$ cat src/ctrl_pkg.sv
package ctrl_pkg;

	typedef logic [11:0] bias_t;     // dac code
	typedef logic [4:0]  axi_addr_t; // register byte address
	typedef logic [31:0] axi_data_t;
	typedef logic [15:0] delay_t;    // stage delay in cycles

	// ------------------------------------------------------------------------
	// register map
	// ------------------------------------------------------------------------
	localparam axi_addr_t REG_CONTROL = 5'h00;
	localparam axi_addr_t REG_ISEL    = 5'h04;
	localparam axi_addr_t REG_CMPBIAS = 5'h08;
	localparam axi_addr_t REG_SBBIAS  = 5'h0c;
	localparam axi_addr_t REG_DBBIAS  = 5'h10;
	localparam axi_addr_t REG_DELAY   = 5'h14;
	localparam axi_addr_t REG_STATUS  = 5'h18; // read only

	localparam int CTRL_START = 0; // write 1 to launch the sequence
	localparam int CTRL_SKIP  = 1; // skip the bias load stage

	// status word bit positions
	localparam int STAT_DRESET = 0;
	localparam int STAT_LOADED = 1;
	localparam int STAT_TOKEN  = 2;
	localparam int STAT_BUSY   = 3;
	localparam int STAT_DROP   = 8; // drop count sits in 15:8

	// bias chain as seen by the asic
	localparam int BIAS_COUNT = 4;
	localparam int BIAS_BITS  = BIAS_COUNT * $bits(bias_t); // 48

	typedef enum logic [2:0] {
		IDLE,
		DRESET,
		LOAD,
		WAIT_LOAD,
		TOKEN,
		DONE
	} seq_state_t;

endpackage

$ cat src/alpha_pkg.sv
package alpha_pkg;

	typedef logic [3:0]  nybble_t;
	typedef logic [15:0] word_t;

	// ------------------------------------------------------------------------
	// serial frame markers
	// ------------------------------------------------------------------------
	localparam word_t HEADER_WORD = 16'he0f1; // any bit alignment
	localparam word_t FOOTER_WORD = 16'hf00f; // word boundaries only

	// fifo sizing
	localparam int FIFO_LOG2_DEPTH = 5;
	localparam int FIFO_DEPTH      = 1 << FIFO_LOG2_DEPTH; // 32 nybbles

	typedef logic [FIFO_LOG2_DEPTH-1:0] fifo_ptr_t;
	typedef logic [7:0] drop_count_t; // saturates at 255

	typedef enum logic {
		HUNT,
		FRAME
	} rd_state_t;

endpackage

$ cat src/alpha_regs.sv
module alpha_regs (
	input  logic                   sysclk,
	input  logic                   reset,
	input  ctrl_pkg::axi_addr_t    awaddr,
	input  logic                   awvalid,
	output logic                   awready,
	input  ctrl_pkg::axi_data_t    wdata,
	input  logic [3:0]             wstrb,
	input  logic                   wvalid,
	output logic                   wready,
	output logic [1:0]             bresp,
	output logic                   bvalid,
	input  logic                   bready,
	input  ctrl_pkg::axi_addr_t    araddr,
	input  logic                   arvalid,
	output logic                   arready,
	output ctrl_pkg::axi_data_t    rdata,
	output logic [1:0]             rresp,
	output logic                   rvalid,
	input  logic                   rready,
	output ctrl_pkg::bias_t        isel,
	output ctrl_pkg::bias_t        cmp_bias,
	output ctrl_pkg::bias_t        sb_bias,
	output ctrl_pkg::bias_t        db_bias,
	output ctrl_pkg::delay_t       delay,
	output logic                   skip_load,
	output logic                   start,
	input  logic                   dreset_done,
	input  logic                   bias_loaded,
	input  logic                   token_sent,
	input  logic                   shifter_busy,
	input  alpha_pkg::drop_count_t drop_count
);
	import ctrl_pkg::*;

	axi_data_t wr_word; // current value merged with the byte lanes
	logic      wr_fire;

	// current contents of a register, zero when unmapped
	function automatic axi_data_t reg_value(axi_addr_t addr);
		axi_data_t val;
		val = '0;
		case (addr)
			REG_CONTROL: val[CTRL_SKIP] = skip_load; // start bit reads 0
			REG_ISEL:    val[11:0] = isel;
			REG_CMPBIAS: val[11:0] = cmp_bias;
			REG_SBBIAS:  val[11:0] = sb_bias;
			REG_DBBIAS:  val[11:0] = db_bias;
			REG_DELAY:   val[15:0] = delay;
			REG_STATUS: begin
				val[STAT_DRESET] = dreset_done;
				val[STAT_LOADED] = bias_loaded;
				val[STAT_TOKEN] = token_sent;
				val[STAT_BUSY] = shifter_busy;
				val[STAT_DROP +: 8] = drop_count;
			end
			default: val = '0;
		endcase
		return val;
	endfunction

	always_comb begin
		wr_word = reg_value(awaddr);
		for (int b = 0; b < 4; b++) begin
			if (wstrb[b])
				wr_word[8*b +: 8] = wdata[8*b +: 8];
		end
	end

	assign wr_fire = awready & awvalid & wvalid;
	assign wready = awready; // address and data accepted together
	assign bresp = 2'b00;
	assign rresp = 2'b00;

	// ------------------------------------------------------------------------
	// write channel
	// ------------------------------------------------------------------------
	always_ff @(posedge sysclk) begin
		start <= 1'b0;
		if (reset) begin
			awready <= 1'b0;
			bvalid <= 1'b0;
			isel <= '0;
			cmp_bias <= '0;
			sb_bias <= '0;
			db_bias <= '0;
			delay <= '0;
			skip_load <= 1'b0;
		end else begin
			awready <= awvalid & wvalid & ~awready & ~bvalid;
			if (bvalid && bready)
				bvalid <= 1'b0;
			if (wr_fire) begin
				bvalid <= 1'b1;
				case (awaddr)
					REG_CONTROL: begin
						start <= wr_word[CTRL_START]; // self clearing
						skip_load <= wr_word[CTRL_SKIP];
					end
					REG_ISEL:    isel <= wr_word[11:0];
					REG_CMPBIAS: cmp_bias <= wr_word[11:0];
					REG_SBBIAS:  sb_bias <= wr_word[11:0];
					REG_DBBIAS:  db_bias <= wr_word[11:0];
					REG_DELAY:   delay <= wr_word[15:0];
					default: ; // status and holes ignore writes
				endcase
			end
		end
	end

	// read channel
	always_ff @(posedge sysclk) begin
		if (reset) begin
			arready <= 1'b0;
			rvalid <= 1'b0;
		end else begin
			arready <= arvalid & ~arready & ~rvalid;
			if (rvalid && rready)
				rvalid <= 1'b0;
			if (arready && arvalid) begin
				rvalid <= 1'b1;
				rdata <= reg_value(araddr);
			end
		end
	end

	a_bvalid_after_write: assert property (@(posedge sysclk) disable iff (reset)
		$rose(bvalid) |-> $past(awready && awvalid && wvalid));

endmodule

$ cat src/startup_sequencer.sv
module startup_sequencer (
	input  logic             sysclk,
	input  logic             reset,
	input  logic             start,
	input  logic             skip_load,
	input  ctrl_pkg::delay_t delay,
	input  logic             load_done,
	output logic             dreset,
	output logic             load_bias,
	output logic             tok_a_in,
	output logic             dreset_done,
	output logic             bias_loaded,
	output logic             token_sent
);
	import ctrl_pkg::*;

	seq_state_t state;
	delay_t     count; // cycles of dreset still to go

	always_ff @(posedge sysclk) begin
		load_bias <= 1'b0;
		tok_a_in <= 1'b0;
		if (reset) begin
			state <= IDLE;
			dreset <= 1'b0;
			dreset_done <= 1'b0;
			bias_loaded <= 1'b0;
			token_sent <= 1'b0;
		end else begin
			case (state)
				IDLE, DONE: if (start) begin
					dreset <= 1'b1;
					count <= delay;
					dreset_done <= 1'b0; // flags restart with each run
					bias_loaded <= 1'b0;
					token_sent <= 1'b0;
					state <= DRESET;
				end
				DRESET: begin
					if (count <= 16'd1) begin
						dreset <= 1'b0;
						dreset_done <= 1'b1;
						state <= skip_load ? TOKEN : LOAD;
					end else begin
						count <= count - 1'b1;
					end
				end
				LOAD: begin
					load_bias <= 1'b1;
					state <= WAIT_LOAD;
				end
				WAIT_LOAD: if (load_done) begin
					bias_loaded <= 1'b1;
					tok_a_in <= 1'b1;
					token_sent <= 1'b1;
					state <= DONE;
				end
				TOKEN: begin // reached only when the load is skipped
					tok_a_in <= 1'b1;
					token_sent <= 1'b1;
					state <= DONE;
				end
				default: state <= IDLE;
			endcase
		end
	end

	a_no_load_in_dreset: assert property (@(posedge sysclk) disable iff (reset)
		load_bias |-> !dreset);

endmodule

$ cat src/bias_shifter.sv
module bias_shifter (
	input  logic            sysclk,
	input  logic            reset,
	input  logic            load_bias,
	input  ctrl_pkg::bias_t isel,
	input  ctrl_pkg::bias_t cmp_bias,
	input  ctrl_pkg::bias_t sb_bias,
	input  ctrl_pkg::bias_t db_bias,
	output logic            sin,
	output logic            sclk,
	output logic            pclk,
	output logic            busy,
	output logic            load_done
);
	import ctrl_pkg::*;

	logic [BIAS_BITS-1:0] shreg;
	logic [5:0]           bit_cnt; // bits already clocked
	logic                 phase;   // 1 = raise sclk next

	// ------------------------------------------------------------------------
	// two cycles per bit, sin first then sclk, then one pclk
	// ------------------------------------------------------------------------
	always_ff @(posedge sysclk) begin
		sclk <= 1'b0;
		pclk <= 1'b0;
		load_done <= 1'b0;
		if (reset) begin
			sin <= 1'b0;
			busy <= 1'b0;
			phase <= 1'b0;
			bit_cnt <= '0;
		end else if (!busy) begin
			if (load_bias) begin
				shreg <= {isel, cmp_bias, sb_bias, db_bias}; // isel msb leads
				sin <= isel[11];
				bit_cnt <= '0;
				phase <= 1'b1;
				busy <= 1'b1;
			end
		end else if (phase) begin
			sclk <= 1'b1;
			shreg <= shreg << 1;
			bit_cnt <= bit_cnt + 1'b1;
			phase <= 1'b0;
		end else if (bit_cnt != 6'(BIAS_BITS)) begin
			sin <= shreg[BIAS_BITS-1];
			phase <= 1'b1;
		end else if (!pclk) begin
			pclk <= 1'b1; // latch the whole chain
			sin <= 1'b0;
		end else begin
			load_done <= 1'b1;
			busy <= 1'b0;
		end
	end

	a_sclk_pclk_apart: assert property (@(posedge sysclk) disable iff (reset)
		!(sclk && pclk));

endmodule

$ cat src/alpha_readout.sv
module alpha_readout (
	input  logic               sysclk,
	input  logic               reset,
	input  logic               data_a,
	output alpha_pkg::nybble_t nybble,
	output logic               nybble_strobe,
	output logic               header,
	output logic               meat,
	output logic               footer,
	output logic               msn
);
	import alpha_pkg::*;

	rd_state_t  state;
	word_t      window;      // last 16 bits seen
	word_t      next_window;
	word_t      held;        // rest of the word being emitted
	logic [3:0] bit_cnt;     // position within a word
	logic [1:0] emit_left;   // nybbles still to emit

	assign next_window = {window[14:0], data_a};

	always_ff @(posedge sysclk) begin
		header <= 1'b0;
		footer <= 1'b0;
		nybble_strobe <= 1'b0;
		meat <= 1'b0;
		msn <= 1'b0;
		if (reset) begin
			state <= HUNT;
			window <= '0;
			bit_cnt <= '0;
			emit_left <= '0;
		end else begin
			window <= next_window;
			if (emit_left != 2'd0) begin
				nybble <= held[15:12];
				held <= held << 4;
				nybble_strobe <= 1'b1;
				meat <= 1'b1;
				emit_left <= emit_left - 1'b1;
			end
			case (state)
				HUNT: if (next_window == HEADER_WORD) begin
					header <= 1'b1;
					bit_cnt <= '0;
					state <= FRAME;
				end
				FRAME: begin
					bit_cnt <= bit_cnt + 1'b1;
					if (bit_cnt == 4'd15) begin // word complete
						if (next_window == FOOTER_WORD) begin
							footer <= 1'b1;
							state <= HUNT;
						end else begin
							nybble <= next_window[15:12];
							held <= {next_window[11:0], 4'h0};
							nybble_strobe <= 1'b1;
							meat <= 1'b1;
							msn <= 1'b1;
							emit_left <= 2'd3;
						end
					end
				end
				default: state <= HUNT;
			endcase
		end
	end

endmodule

$ cat src/nybble_fifo.sv
module nybble_fifo (
	input  logic                   sysclk,
	input  logic                   reset,
	input  alpha_pkg::nybble_t     data_in,
	input  logic                   write_enable,
	input  logic                   read_enable,
	output alpha_pkg::nybble_t     data_out,
	output logic                   empty,
	output alpha_pkg::drop_count_t drop_count
);
	import alpha_pkg::*;

	nybble_t                  mem [FIFO_DEPTH];
	fifo_ptr_t                wr_ptr;
	fifo_ptr_t                rd_ptr;
	logic [FIFO_LOG2_DEPTH:0] fill; // 0 to 32
	logic                     full;
	logic                     do_write;
	logic                     do_read;

	assign empty = (fill == '0);
	assign full = fill[FIFO_LOG2_DEPTH];
	assign do_write = write_enable & ~full;
	assign do_read = read_enable & ~empty;

	always_ff @(posedge sysclk) begin
		if (do_write)
			mem[wr_ptr] <= data_in;
		if (do_read)
			data_out <= mem[rd_ptr]; // registered output
	end

	always_ff @(posedge sysclk) begin
		if (reset) begin
			wr_ptr <= '0;
			rd_ptr <= '0;
			fill <= '0;
			drop_count <= '0;
		end else begin
			if (do_write)
				wr_ptr <= wr_ptr + 1'b1;
			if (do_read)
				rd_ptr <= rd_ptr + 1'b1;
			case ({do_write, do_read})
				2'b10: fill <= fill + 1'b1;
				2'b01: fill <= fill - 1'b1;
				default: ;
			endcase
			if (write_enable && full && drop_count != '1)
				drop_count <= drop_count + 1'b1; // saturating
		end
	end

	a_no_read_when_empty: assert property (@(posedge sysclk) disable iff (reset)
		read_enable |-> !empty);

endmodule

$ cat src/pmod_handshake.sv
module pmod_handshake (
	input  logic               sysclk,
	input  logic               reset,
	input  logic               fifo_empty,
	input  alpha_pkg::nybble_t fifo_data,
	input  logic               acknowledge,
	output logic               read_enable,
	output alpha_pkg::nybble_t pmod_data,
	output logic               strobe
);
	typedef enum logic [1:0] {
		PM_IDLE,
		PM_STROBE,  // strobe up, waiting for acknowledge
		PM_RELEASE  // waiting for acknowledge to drop
	} pm_state_t;

	pm_state_t state;

	assign read_enable = (state == PM_IDLE) & ~fifo_empty;
	assign pmod_data = fifo_data; // fifo output only moves on a read

	always_ff @(posedge sysclk) begin
		if (reset) begin
			state <= PM_IDLE;
			strobe <= 1'b0;
		end else begin
			case (state)
				PM_IDLE: if (read_enable) begin
					strobe <= 1'b1;
					state <= PM_STROBE;
				end
				PM_STROBE: if (acknowledge) begin
					strobe <= 1'b0;
					state <= PM_RELEASE;
				end
				PM_RELEASE: if (!acknowledge)
					state <= PM_IDLE;
				default: state <= PM_IDLE;
			endcase
		end
	end

	a_data_held: assert property (@(posedge sysclk) disable iff (reset)
		strobe && $past(strobe) |-> $stable(pmod_data));

endmodule

$ cat src/alpha_test_top.sv
module alpha_test_top (
	input  logic                sysclk,
	input  logic                reset,
	input  ctrl_pkg::axi_addr_t awaddr,
	input  logic                awvalid,
	output logic                awready,
	input  ctrl_pkg::axi_data_t wdata,
	input  logic [3:0]          wstrb,
	input  logic                wvalid,
	output logic                wready,
	output logic [1:0]          bresp,
	output logic                bvalid,
	input  logic                bready,
	input  ctrl_pkg::axi_addr_t araddr,
	input  logic                arvalid,
	output logic                arready,
	output ctrl_pkg::axi_data_t rdata,
	output logic [1:0]          rresp,
	output logic                rvalid,
	input  logic                rready,
	input  logic                data_a,
	input  logic                acknowledge,
	output alpha_pkg::nybble_t  pmod_data,
	output logic                strobe,
	output logic                dreset,
	output logic                sin,
	output logic                sclk,
	output logic                pclk,
	output logic                tok_a_in,
	output logic                header,
	output logic                meat,
	output logic                footer,
	output logic                msn
);
	import ctrl_pkg::*;
	import alpha_pkg::*;

	// ------------------------------------------------------------------------
	// control path
	// ------------------------------------------------------------------------
	bias_t       isel, cmp_bias, sb_bias, db_bias;
	delay_t      delay;
	logic        skip_load, start, load_bias, load_done, shifter_busy;
	logic        dreset_done, bias_loaded, token_sent;
	drop_count_t drop_count;

	alpha_regs regs_i (.*);

	startup_sequencer seq_i (.sysclk, .reset, .start, .skip_load, .delay, .load_done,
		.dreset, .load_bias, .tok_a_in, .dreset_done, .bias_loaded, .token_sent);

	bias_shifter shift_i (.sysclk, .reset, .load_bias, .isel, .cmp_bias, .sb_bias,
		.db_bias, .sin, .sclk, .pclk, .busy(shifter_busy), .load_done);

	// data path
	nybble_t nybble, fifo_data;
	logic    nybble_strobe, fifo_read, fifo_empty;

	alpha_readout readout_i (.sysclk, .reset, .data_a, .nybble, .nybble_strobe,
		.header, .meat, .footer, .msn);

	nybble_fifo fifo_i (.sysclk, .reset, .data_in(nybble), .write_enable(nybble_strobe),
		.read_enable(fifo_read), .data_out(fifo_data), .empty(fifo_empty), .drop_count);

	pmod_handshake pmod_i (.sysclk, .reset, .fifo_empty, .fifo_data, .acknowledge,
		.read_enable(fifo_read), .pmod_data, .strobe);

endmodule

$ cat config.mk
export PLATFORM = sky130hd
export DESIGN_NAME = alpha_test_top
export DESIGN_NICKNAME = d
export VERILOG_FILES = /design/src/ctrl_pkg.sv /design/src/alpha_pkg.sv /design/src/alpha_regs.sv /design/src/startup_sequencer.sv /design/src/bias_shifter.sv /design/src/alpha_readout.sv /design/src/nybble_fifo.sv /design/src/pmod_handshake.sv /design/src/alpha_test_top.sv
export SDC_FILE = /design/constraint.sdc
export NUM_CORES = 1
export LEC_CHECK = 0
export CORE_MARGIN = 10
export CORE_UTILIZATION = 57
export DETAILED_ROUTE_END_ITERATION = 8
export DONT_BUFFER_PORTS = 1
export MAX_ROUTING_LAYER = met4
export PLACE_DENSITY = 0.72
export SLEW_MARGIN = 25
export SYNTH_ARGS = -nofsm -noshare
export SYNTH_HDL_FRONTEND = slang
export SYNTH_SLANG_ARGS = --single-unit
$ cat constraint.sdc
create_clock -name sysclk -period 4.4 [get_ports sysclk]
set_input_delay 0.66 -clock sysclk [delete_from_list [all_inputs] [get_ports sysclk]]
set_output_delay 0.66 -clock sysclk [all_outputs]
set_load 0.005 [all_outputs]
; ---- Word-level counts from Yosys, hierarchy flattened
; Memory sizes are Yosys's and may differ from the RTL's. A register that Yosys moved wholly into a read port is not among the register bits.
; Cells that the tools add are included.
[classes]
addsub = 9
n_lt_le_gt_ge = 1
eq_ne = 38
muxes = 93
bitwise = 22
reduce_logical = 43
[ops]
columns = operator, n
row1 = $mux W48, 3
row2 = $mux W16, 6
row3 = $pmux W4 S5, 2
row4 = $mux W1, 39
row5 = $eq A16 B16 Y1 const B, 2
row6 = $pmux W16 S2, 1
row7 = $eq A5 B5 Y1 const B, 6
row8 = $reduce_and A3 Y1, 9
row9 = $pmux W2 S6, 2
row10 = $pmux W4 S2, 3
row11 = $pmux W4 S6, 1
row12 = $eq A5 B4 Y1 const B, 4
row13 = $mux W4, 5
row14 = $mux W6, 3
row15 = $le A16 B1 Y1 const B, 1
row16 = $mux W8, 2
row17 = $ne A2 B2 Y1 const B, 8
row18 = $pmux W4 S4, 1
row19 = $reduce_and A2 Y1, 8
row20 = $reduce_bool A2 Y1, 8
row21 = $sub A16 B1 Y16 const B, 1
row22 = $pmux W3 S5, 1
row23 = $mux W2, 7
row24 = $add A6 B1 Y6 const B, 2
row25 = 36 further kinds, 81
[totals]
ff_bits = 244
mem_bits_rw = 128
inputBits = 55
output_inout_bits = 55
elab_cells = 252
mem_count = 1
[mem_list]
columns = name, words, word_bits, read_ports, rd_clocked_by_memory_dff, wr, line_no
row1 = fifo_i.mem, 32, 4, 1, 1, 1, nybble_fifo.sv:13  ; nybble_t mem [FIFO_DEPTH];

; ---- Longest topological paths before layout
; Gate-level depths: netlist (run 1).
[depth]
ltp_word = 6
mapped_depth = 12
ltp_nobuf = 10

; ---- Modules after synthesis
; A second synthesis (run 1) with hierarchy kept.
[unflattened]
cells_unflattened = 1332
hier_area_um2 = 16797.4
[modules_own_cells]
columns = mod, n_inst, cells_per_inst, area_each_um2, seq_area_each_um2
row1 = nybble_fifo, 1, 409, 6485.0, 4444.3
row2 = alpha_regs, 1, 451, 4254.1, 1881.8
row3 = bias_shifter, 1, 165, 2556.2, 1681.6
row4 = alpha_readout, 1, 142, 1928.1, 1121.1
row5 = startup_sequencer, 1, 149, 1398.8, 660.6
row6 = pmod_handshake, 1, 16, 175.2, 60.1

; ---- Worst setup path before layout (run 1)
; Ideal clock, no wire load.
[synth_path]
path_type = input to register
startpoint = input reset
endpoint = register shift_i.shreg[0] (enable)
setup_time_ns = 0.454
t_arrival_ns = 3.304
required_ns = 3.946
setup_slack_ns = 0.642
stages = 4
path_buffers = 3
path_cell_list = clkbuf_1 -> buf_1 -> buf_1 -> nor2_1
[synth_between]
elab_chain_len = 2
[synth_lines]
columns = element, line_no
row1 = "start, declared", alpha_test_top.sv:3  ; input logic reset,
row2 = $not A1 Y1 (no source line), --
row3 = $reduce_and A3 Y1 (no source line), --
row4 = "end signal, assigned", bias_shifter.sv:35  ; shreg <= {isel, cmp_bias, sb_bias, db_bias};
row5 = "end signal, assigned", bias_shifter.sv:43  ; shreg <= shreg << 1;
row6 = "end, declared", bias_shifter.sv:17  ; logic [BIAS_BITS-1:0] shreg;
; No other way between the ends.
; A chain may end at the register's enable or synchronous reset.

; ---- Final worst setup path (run 1)
[layout_path]
startpoint = register fifo_i.fill[1]
endpoint = register fifo_i.fill[4]
[layout_between]
elab_chain_len = 6
elab_cells_between_ends = 10
classes_between = 2 x add/sub / 2 x eq/ne / 1 x mux / 3 x bitwise / 2 x reduce/logical
[layout_lines]
columns = element, line_no
row1 = "start, declared", nybble_fifo.sv:16  ; logic [FIFO_LOG2_DEPTH:0] fill;
row2 = "start signal, assigned", nybble_fifo.sv:45  ; 2'b10: fill <= fill + 1'b1;
row3 = "start signal, assigned", nybble_fifo.sv:46  ; 2'b01: fill <= fill - 1'b1;
row4 = $logic_not A6 Y1 (*), nybble_fifo.sv:21  ; assign empty = (fill == '0);
row5 = $not A1 Y1 (*), "nybble_fifo.sv:24, pmod_handshake.sv:19"
row6 = $and A1 B1 Y1, pmod_handshake.sv:19  ; assign read_enable = (state == PM_IDLE) & ~fifo_empty;
row7 = $and A1 B1 Y1 (*), nybble_fifo.sv:24  ; assign do_read = read_enable & ~empty;
row8 = net fifo_i.do_read, nybble_fifo.sv:19  ; logic do_read;
row9 = $eq A2 B1 Y1 or $eq A2 B2 Y1 (tied branches), nybble_fifo.sv:44  ; case ({do_write, do_read})
row10 = $pmux W6 S2 or $reduce_bool A2 Y1 (tied branches), --
; The timed path passes the listed nets; every way through them passes the cells marked *.

==> run metrics, run 1 <==
status=finished, final reports clean; slew margin rel.=0.361; MaxCap Viol Count=0; DR pass1 iterations=5; vias in the first global route=10.8k; CTS Sinks=376; Worst Path Buf+Inv=2; port bufs=0; Avg Cell Area, Syn=12.0 sq um; Post-synth EDFFs=232; R2R Setup Slk=1570 ps; Synth Flop Type=edfxtp_1; hold buffers post-CTS=0; Yosys top cell by area=edfxtp_1; root buf cell=clkbuf_16; RSZ-0062 raised after global routing=no; Setup Fix Bufs, Post-CTS=0; Worst VDD drop=between 0.0003 and 0.0004 V; crit path capture type=flop; Final #Nets=1,422; area delta synth->final=9.11%; Synth Instances=1,372; Synth Warn #=0; Slowest-stage cell, CP=nor3_1; Worst-path clk slew=60 ps; CTS resizes=0; fillcell total=2,261; Worst path max stage delay=530 ps; Die Y=~190 um; Final Hold Vio Count=0; I/O pins=110; initial DRC count=879; Worst-Skew Late Latency=approximately 540 ps; Hold WS=216 ps; count leader, synth=edfxtp_1; final WL=between 30,000 and 40,000 um; Placeable Area=roughly 29,000 sq um; per-cell routed wire length=between 20 and 25 um; global-route wire length before repair=a little over 60,000 um; Inserted Clock Buffers=39; Site Rows=62; Synth top cells by count=edfxtp_1 (232), dfxtp_1 (144), nor2_1 (115), nand2_1 (104), o21ai_0 (101); # setup viols final=0; Clock Path Buffers=3; Worst Hold Class=in2reg; Starting Density=0.575; max-slew violations=0; minimum clock period after layout=approximately 2800 ps; origin of the worst min-delay path=reset; GR Overflow Total=0; layout cell share with drive strength beyond 1=0.130; Fmax=353 MHz; htree depth=2; most used cell, CP=ha_1; initial antenna violation count=1; ys async rst share=0; hold path endpoint=pmod_i.strobe; Worst-Margin Slew=951 ps; FF/Latch Area=between 9000 and 10,000 sq um; reg-to-reg startpoint=fifo_i.fill[1]; hpwl dp=25,800 um; critical path's top delay family=simple AND/OR/NAND/NOR gates; gr usage total=0.216; Syn Std Cell Area=16,400 sq um; clock skew=roughly 23 ps; multi-input logic area=6090 sq um; pwr/cell area=~440 nW/um^2; post-synthesis sequential area ratio=0.600; Hold Crit Depth=1; # DRC=0; Worst setup SP type=flop; Required @ worst endpoint=4860 ps; largest net degree at the start of global routing=94; gp weighted congestion=0.914; die width=roughly 190 um; Post-DRT Antenna Nets=0; Synth top area share=0.424; top post-synthesis cells by area=edfxtp_1 (42%), dfxtp_1 (18%), mux4_2 (3.6%), mux2_2 (3.2%), o21ai_0 (3.1%); setup TNS=0 ps; fin crit share=0.644; R2R Path End=fifo_i.fill[4]; worst r2r path cells=11; CTS tree=yes; Avg Vias per Cell=6.16; Pleak=6.04 nW; Setup CP Type=reg2reg; area of the die=36,000 sq um; critical path fanouts, max=11; crit-path cells=nor3_1, a211oi_2, buf_4, ha_1, xor2_1, ha_1, inv_1, o21ai_0, a21boi_0, or3_1, nand3_1; via count=10.9k; Cell variety after synth=74; WP data arrival=3290 ps; Yosys reg bits=roughly 380
==> placed cells by master, fill, tap and decap left out, drive strengths merged, types with 26 or more instances in the layout <==
cell    netlist  final
a21oi        57     57
a22oi        44     44
clkbuf       47     55
dfxtp       144    144
edfxtp      232    232
mux2         46     46
mux2i        40     40
mux4         26     26
nand2       104    104
nand3        45     45
nor2        115    115
nor2b        33     33
o21ai       104    104
==> sequential cells by signal, indices dropped and copies added (netlist names), 6 cells and up <==
register	flops
shift_i.shreg	48
regs_i.rdata	16
seq_i.count	16
shift_i.bit_cnt	6
regs_i.isel	12
fifo_i.drop_count	8
regs_i.sb_bias	12
fifo_i.fill	6
regs_i.delay	16
fifo_i.mem	128
regs_i.db_bias	12
readout_i.window	15
readout_i.held	16
regs_i.cmp_bias	12
==> logic make-up after synthesis <==
family,Yosys count,synth area share
other,1,0.000228
AO/OA/AOI/OAI,312,0.120
adder cells (fa/ha/maj),14,0.0107
XOR/XNOR,33,0.0176
flip-flops,376,0.600
buffers and inverters,117,0.0350
multiplexers,112,0.0916
AND/OR/NAND/NOR,407,0.125
==> worst max path at each step <==
| stage | depth (start not counted) | slack (ps) | from | to |
|---|---|---|---|---|
| after floorplan | 4 | 640 | reset | shift_i.shreg[0] |
| after global placement | 11 | 1610 | fifo_i.fill[1] | fifo_i.fill[4] |
| after detailed placement | 11 | 1600 | fifo_i.fill[1] | fifo_i.fill[4] |
| after CTS | 11 | 1550 | fifo_i.fill[1] | fifo_i.fill[4] |
| after global routing | 11 | 1220 | fifo_i.fill[1] | fifo_i.fill[4] |
| final | 11 | 1570 | fifo_i.fill[1] | fifo_i.fill[4] |
==> worst reg2reg max path, stage by stage (launching register included) <==
cell and delay (ps):
dfxtp_1 370, nor3_1 530, a211oi_2 140, buf_4 230, ha_1 330, xor2_1 180
ha_1 250, inv_1 70, o21ai_0 70, a21boi_0 150, or3_1 370, nand3_1 80
==> stage by stage <==
stage               cell area [sq um]   util  power [mW]  worst slack, ps  std cells
CTS                             17900  0.626        7.97             1550       1764
floorplan                       16500      -        4.63              642       1391
finish                          17900  0.628        7.93             1570       1768
detailed placement              16600  0.582        4.80             1600       1693
global route                    17900  0.628        8.21             1220       1768
global placement                16600  0.582        4.78             1610       1692
==> metal layers <==
metal	vias up	global-route usage	wire [um]	part of all wire
li1	5093	-	-	-
met1	5319	0.271	16200	0.42
met2	389	0.341	18200	0.47
met3	93	0.0447	2610	0.068
met4	0	0.0812	1280	0.033
met5	-	-	0	0
==> power by group <==
part	switching, mW	internal [mW]
clock network	1.33	1.87
registers	0.134	3.81
logic	0.415	0.372
total	1.88	6.05
==> layout make-up <==
class / count / area share
Tap cell: 384 / 0.0268
Sequential cell: 376 / 0.550
Multi-Input combinational cell: 898 / 0.340
Antenna cell: 1 / 0.000140
Inverter: 19 / 0.00398
Timing Repair Buffer: 19 / 0.00963
Clock inverter: 16 / 0.00628
Clock buffer: 55 / 0.0635
(Power assumes the default switching activity.)
==> inputs of run 2 (changes only) <==
Settings changed: PLACE_DENSITY 0.72 to 0.75.
Clock period 4.4 ns to 2.51 ns, I/O delays scaled along.
==> run metrics, run 2 (synthesis gave the netlist of run 1 again) <==
initial antenna violation count=0 (was 1); gr usage total=0.216 (about the same); area delta synth->final=11.9% (was 9.11%); Worst-Margin Slew=769 ps (was 951 ps); slew margin rel.=0.487 (was 0.361); Clock Path Buffers=3 (unchanged); reg-to-reg startpoint=fifo_i.fill[4] (was fifo_i.fill[1]); post-layout util=0.644 (was 0.628); minimum clock period after layout=2280 ps (was 2830 ps); Setup CP Type=reg2reg (unchanged); Placeable Area=28,500 sq um (unchanged); CTS tree=yes (unchanged); # setup viols final=0 (unchanged); Post-DRT Antenna Nets=0 (unchanged); RSZ-0062 raised after global routing=no (unchanged); Site Rows=62 (unchanged); # diodes=0 (was 1); port bufs=0 (unchanged); Design Area, Final=18,400 sq um (was 17,900 sq um); Placed Area=16,900 sq um (was 16,600 sq um); top flop regs=fifo_i.mem x128, shift_i.shreg x48 (unchanged); Starting Density=0.575 (unchanged); Die Y=190 um (unchanged); Pleak=6.29 nW (was 6.04 nW); multi-input logic area=6110 sq um (was 6090 sq um); Tot Pwr=14.5 mW (was 7.93 mW); critical path fanouts, max=6 (was 11); area of the die=36,000 sq um (unchanged); htree depth=2 (unchanged); Hold WS=6.91 ps (was 216 ps); origin of the worst min-delay path=data_a (was reset); clock skew=16.8 ps (was 23.2 ps); final WL=38,500 um (was 38,200 um); Final Hold Vio Count=0 (unchanged); status=finished, final reports clean (unchanged); vias in the first global route=10.8k (about the same); Worst-path clk slew=60 ps (about the same); crit path capture type=flop (unchanged); Worst Hold Class=in2reg (unchanged); MaxCap Viol Count=0 (unchanged); CTS resizes=0 (unchanged); crit path launch=fifo_i.fill[4] (was fifo_i.fill[1]); Final #Nets=1,457 (was 1,422); setup TNS=0 ps (unchanged); gp weighted congestion=0.918 (was 0.914); die width=190 um (unchanged); most frequent cells in the layout=edfxtp_1 (232), dfxtp_1 (142), nor2_1 (112) (was edfxtp_1 (232), dfxtp_1 (142), nor2_1 (111)); Worst setup SP type=flop (unchanged); fillcell total=2,159 (was 2,261); Worst VDD drop=0.000616 V (was 0.000348 V); global-route wire length before repair=60,400 um (about the same); WP data arrival=2690 ps (was 3290 ps); per-cell routed wire length=21.4 um (was 21.6 um); via count=11.1k (was 10.9k); fin crit share=0.910 (was 0.644); pwr/cell area=790 nW/um^2 (was 442 nW/um^2); Required @ worst endpoint=2920 ps (was 4860 ps); Avg Vias per Cell=6.19 (was 6.16); root buf cell=clkbuf_16 (unchanged); largest net degree at the start of global routing=87 (was 94); initial DRC count=1,094 (was 879); hold buffers post-CTS=7 (was 0); Setup Fix Bufs, Post-CTS=0 (unchanged); Biggest register=fifo_i.mem (unchanged); flip-flop count of the largest register after layout=128 (unchanged); Worst-Skew Late Latency=530 ps (was 540 ps); Inserted Clock Buffers=39 (unchanged); Fmax=438 MHz (was 353 MHz); # DRC=0 (unchanged); FF/Latch Area=9850 sq um (unchanged); CTS Sinks=376 (unchanged); commonest non-fill, non-tap cell in the layout=edfxtp_1 (unchanged); hpwl dp=25,900 um (was 25,800 um); layout cell share with drive strength beyond 1=0.152 (was 0.130); I/O pins=110 (unchanged); GR Overflow Total=0 (unchanged); max-slew violations=0 (unchanged); DR pass1 iterations=5 (unchanged)
-- run 2: cell count changes in the layout (fill, tap and decap cells not counted), sizes merged --
| cell | previous run | this run |
|---|---|---|
| buf | 19 | 48 |
| clkbuf | 55 | 52 |
| bufinv | 1 | 3 |
| dlygate4sd3 | 0 | 6 |
| diode | 1 | 0 |
-- run 2: worst max-delay path, cell delays in order (launching register included) --
cell	delay [ps]
dfxtp_1	420
nor3_1	70
buf_4	150
a211oi_4	230
ha_1	220
xor2_1	170
ha_1	200
inv_1	60
o21ai_0	120
a21boi_0	280
or3_1	160
nand3_1	70
-- run 2: metrics by stage --
stage,setup slack (ps),cells
2_1_floorplan,8.15,1391
3_3_place_gp,200,1724
3_5_place_dp,231,1724
4_1_cts,223,1801
5_1_grt,46.5,1801
6_report,226,1801
-- run 2: where the power goes --
group,internal (mW),switching (mW)
combinational,0.763,0.862
clock,3.68,2.39
sequential,6.68,0.145
total,11.1,3.39
-- run 2: metal layers --
metal	GRT usage	part of all wire	up-vias
met5	-	0	-
met4	0.0836	0.036	0
met3	0.0395	0.069	95
met2	0.345	0.49	426
met1	0.269	0.41	5464
li1	-	-	5157
-- run 2: cell type report --
type	instances	area share
flip-flops and latches	376	0.536
multi-input cells	898	0.332
clock buffers	52	0.0654
well taps	384	0.0261
repair buffers	54	0.0260
clock inverters	18	0.0101
inverters	19	0.00388
-- run 2: worst paths after layout --
check / endpoint / slack [ps] / cells after the start
worst min-delay path: readout_i.window[0] / 7 / 1
worst min register to register: readout_i.window[10] / 470 / 1
worst max-delay path: fifo_i.fill[4] / 230 / 11
worst max register to register: fifo_i.fill[4] / 230 / 11
==> inputs of run 3 (changes only) <==
Settings changed: PLACE_DENSITY 0.75 to 0.72.
Clock period 2.51 ns to 2.2 ns, I/O delays scaled along.
==> run metrics, run 3 (synthesis gave the netlist of run 1 again) <==
root buf cell=clkbuf_16 (unchanged); Site Rows=62 (unchanged); htree depth=2 (unchanged); CTS tree=yes (unchanged); Final #Nets=1,481 (was 1,457); largest net degree at the start of global routing=87 (unchanged); Die Y=190 um (unchanged); Avg Vias per Cell=6.15 (was 6.19); global-route wire length before repair=61,400 um (was 60,400 um); Final Hold Vio Count=0 (unchanged); Clock Path Buffers=3 (unchanged); CTS Sinks=376 (unchanged); GR Overflow Total=0 (unchanged); Placed Area=17,100 sq um (was 16,900 sq um); Biggest register=fifo_i.mem (unchanged); pwr/cell area=882 nW/um^2 (was 790 nW/um^2); gr usage total=0.221 (was 0.216); Tot Pwr=16.4 mW (was 14.5 mW); Setup Fix Bufs, Post-CTS=0 (unchanged); Inserted Clock Buffers=39 (unchanged); initial antenna violation count=1 (was 0); flip-flop count of the largest register after layout=128 (unchanged); via count=11.2k (was 11.1k); initial DRC count=1,018 (was 1,094); Starting Density=0.575 (unchanged); area delta synth->final=12.9% (was 11.9%); layout cell share with drive strength beyond 1=0.166 (was 0.152); Pleak=6.38 nW (was 6.29 nW); die width=190 um (unchanged); commonest non-fill, non-tap cell in the layout=edfxtp_1 (unchanged); I/O pins=110 (unchanged); status=finished, final reports clean (unchanged); # setup viols final=0 (unchanged); multi-input logic area=6160 sq um (was 6110 sq um); Worst Hold Class=in2reg (unchanged); Worst-Skew Late Latency=530 ps (about the same); FF/Latch Area=9860 sq um (was 9850 sq um); minimum clock period after layout=2080 ps (was 2280 ps); hpwl dp=26,700 um (was 25,900 um); fin crit share=0.947 (was 0.910); top flop regs=fifo_i.mem x128, shift_i.shreg x48 (unchanged); crit path capture type=flop (unchanged); most frequent cells in the layout=edfxtp_1 (232), dfxtp_1 (139), nor2_1 (112) (was edfxtp_1 (232), dfxtp_1 (142), nor2_1 (112)); final WL=39,400 um (was 38,500 um); Fmax=480 MHz (was 438 MHz); Worst-Margin Slew=783 ps (was 769 ps); # DRC=0 (unchanged); Setup CP Type=reg2reg (unchanged); max-slew violations=0 (unchanged); gp weighted congestion=0.920 (was 0.918); Design Area, Final=18,500 sq um (was 18,400 sq um); fillcell total=2,173 (was 2,159); Worst setup SP type=flop (unchanged); WP data arrival=2540 ps (was 2690 ps); Placeable Area=28,500 sq um (unchanged); Worst VDD drop=0.000611 V (was 0.000616 V); area of the die=36,000 sq um (unchanged); DR pass1 iterations=5 (unchanged); port bufs=0 (unchanged); per-cell routed wire length=21.6 um (was 21.4 um); critical path fanouts, max=3 (was 6); vias in the first global route=10.9k (was 10.8k); MaxCap Viol Count=0 (unchanged); Worst-path clk slew=60 ps (about the same); clock skew=19.0 ps (was 16.8 ps); Post-DRT Antenna Nets=0 (unchanged); slew margin rel.=0.477 (was 0.487); Required @ worst endpoint=2660 ps (was 2920 ps)
run 3: per-layer routing:
metal,global-route usage,wire length (um),up-vias
met2,0.361,19500,450
met3,0.0438,2870,92
met1,0.271,15800,5492
li1,-,-,5196
met5,-,0,-
met4,0.0723,1160,0
run 3: final timing paths:
kind / start / endpoint / slack [ps] / cells past startpoint
worst min register to register: readout_i.window[12] / readout_i.window[13] / 470 / 1
worst max register to register: readout_i.nybble_strobe / fifo_i.fill[4] / 120 / 10
worst min-delay path: bready / regs_i.bvalid / 10 / 2
worst max-delay path: readout_i.nybble_strobe / fifo_i.fill[4] / 120 / 10
run 3: worst max-delay path, stage by stage (launching register included):
cell      delay (ps)
dfxtp_1          400
nor2b_1          240
inv_1             90
ha_2             210
xor2_1           160
ha_2             200
inv_1             80
o21ai_0           70
a21boi_2         160
or3_1            310
nand3_1           90
run 3: power by group:
part           switching, mW  internal, mW  total (mW)
clock                   2.67          3.88        6.55
combinational           1.03         0.966        2.00
sequential             0.177          7.63        7.80
run 3: timing repair:
| item | CTS | global route |
|---|---|---|
| setup endpoints to repair | 0 | 5 |
| endpoints found under the hold margin | 87 | 0 |
| hold buffers | 11 | 0 |
| resized for setup | 0 | 6 |
run 3: through the flow:
stage | TNS (ps) | utilization | setup WS [ps] | hold WS [ps] | instances
final | 0 | 0.650 | 117 | 14.9 | 1825
after global routing | -16.6 | 0.650 | -13.0 | 16.5 | 1825
after CTS | 0 | 0.648 | 26.2 | 5.75 | 1824
after detailed placement | 0 | 0.599 | 96.9 | 410 | 1744
after global placement | -598 | 0.599 | -38.0 | 405 | 1744
after floorplan | -253 | - | -141 | 438 | 1391
run 3: layout make-up:
type,instances,share of cell area
Sequential cell,376,0.531
Multi-Input combinational cell,898,0.332
Clock buffer,50,0.0610
Timing Repair Buffer,78,0.0374
Tap cell,384,0.0259
Clock inverter,19,0.00809
Inverter,19,0.00385
Antenna cell,1,0.000135
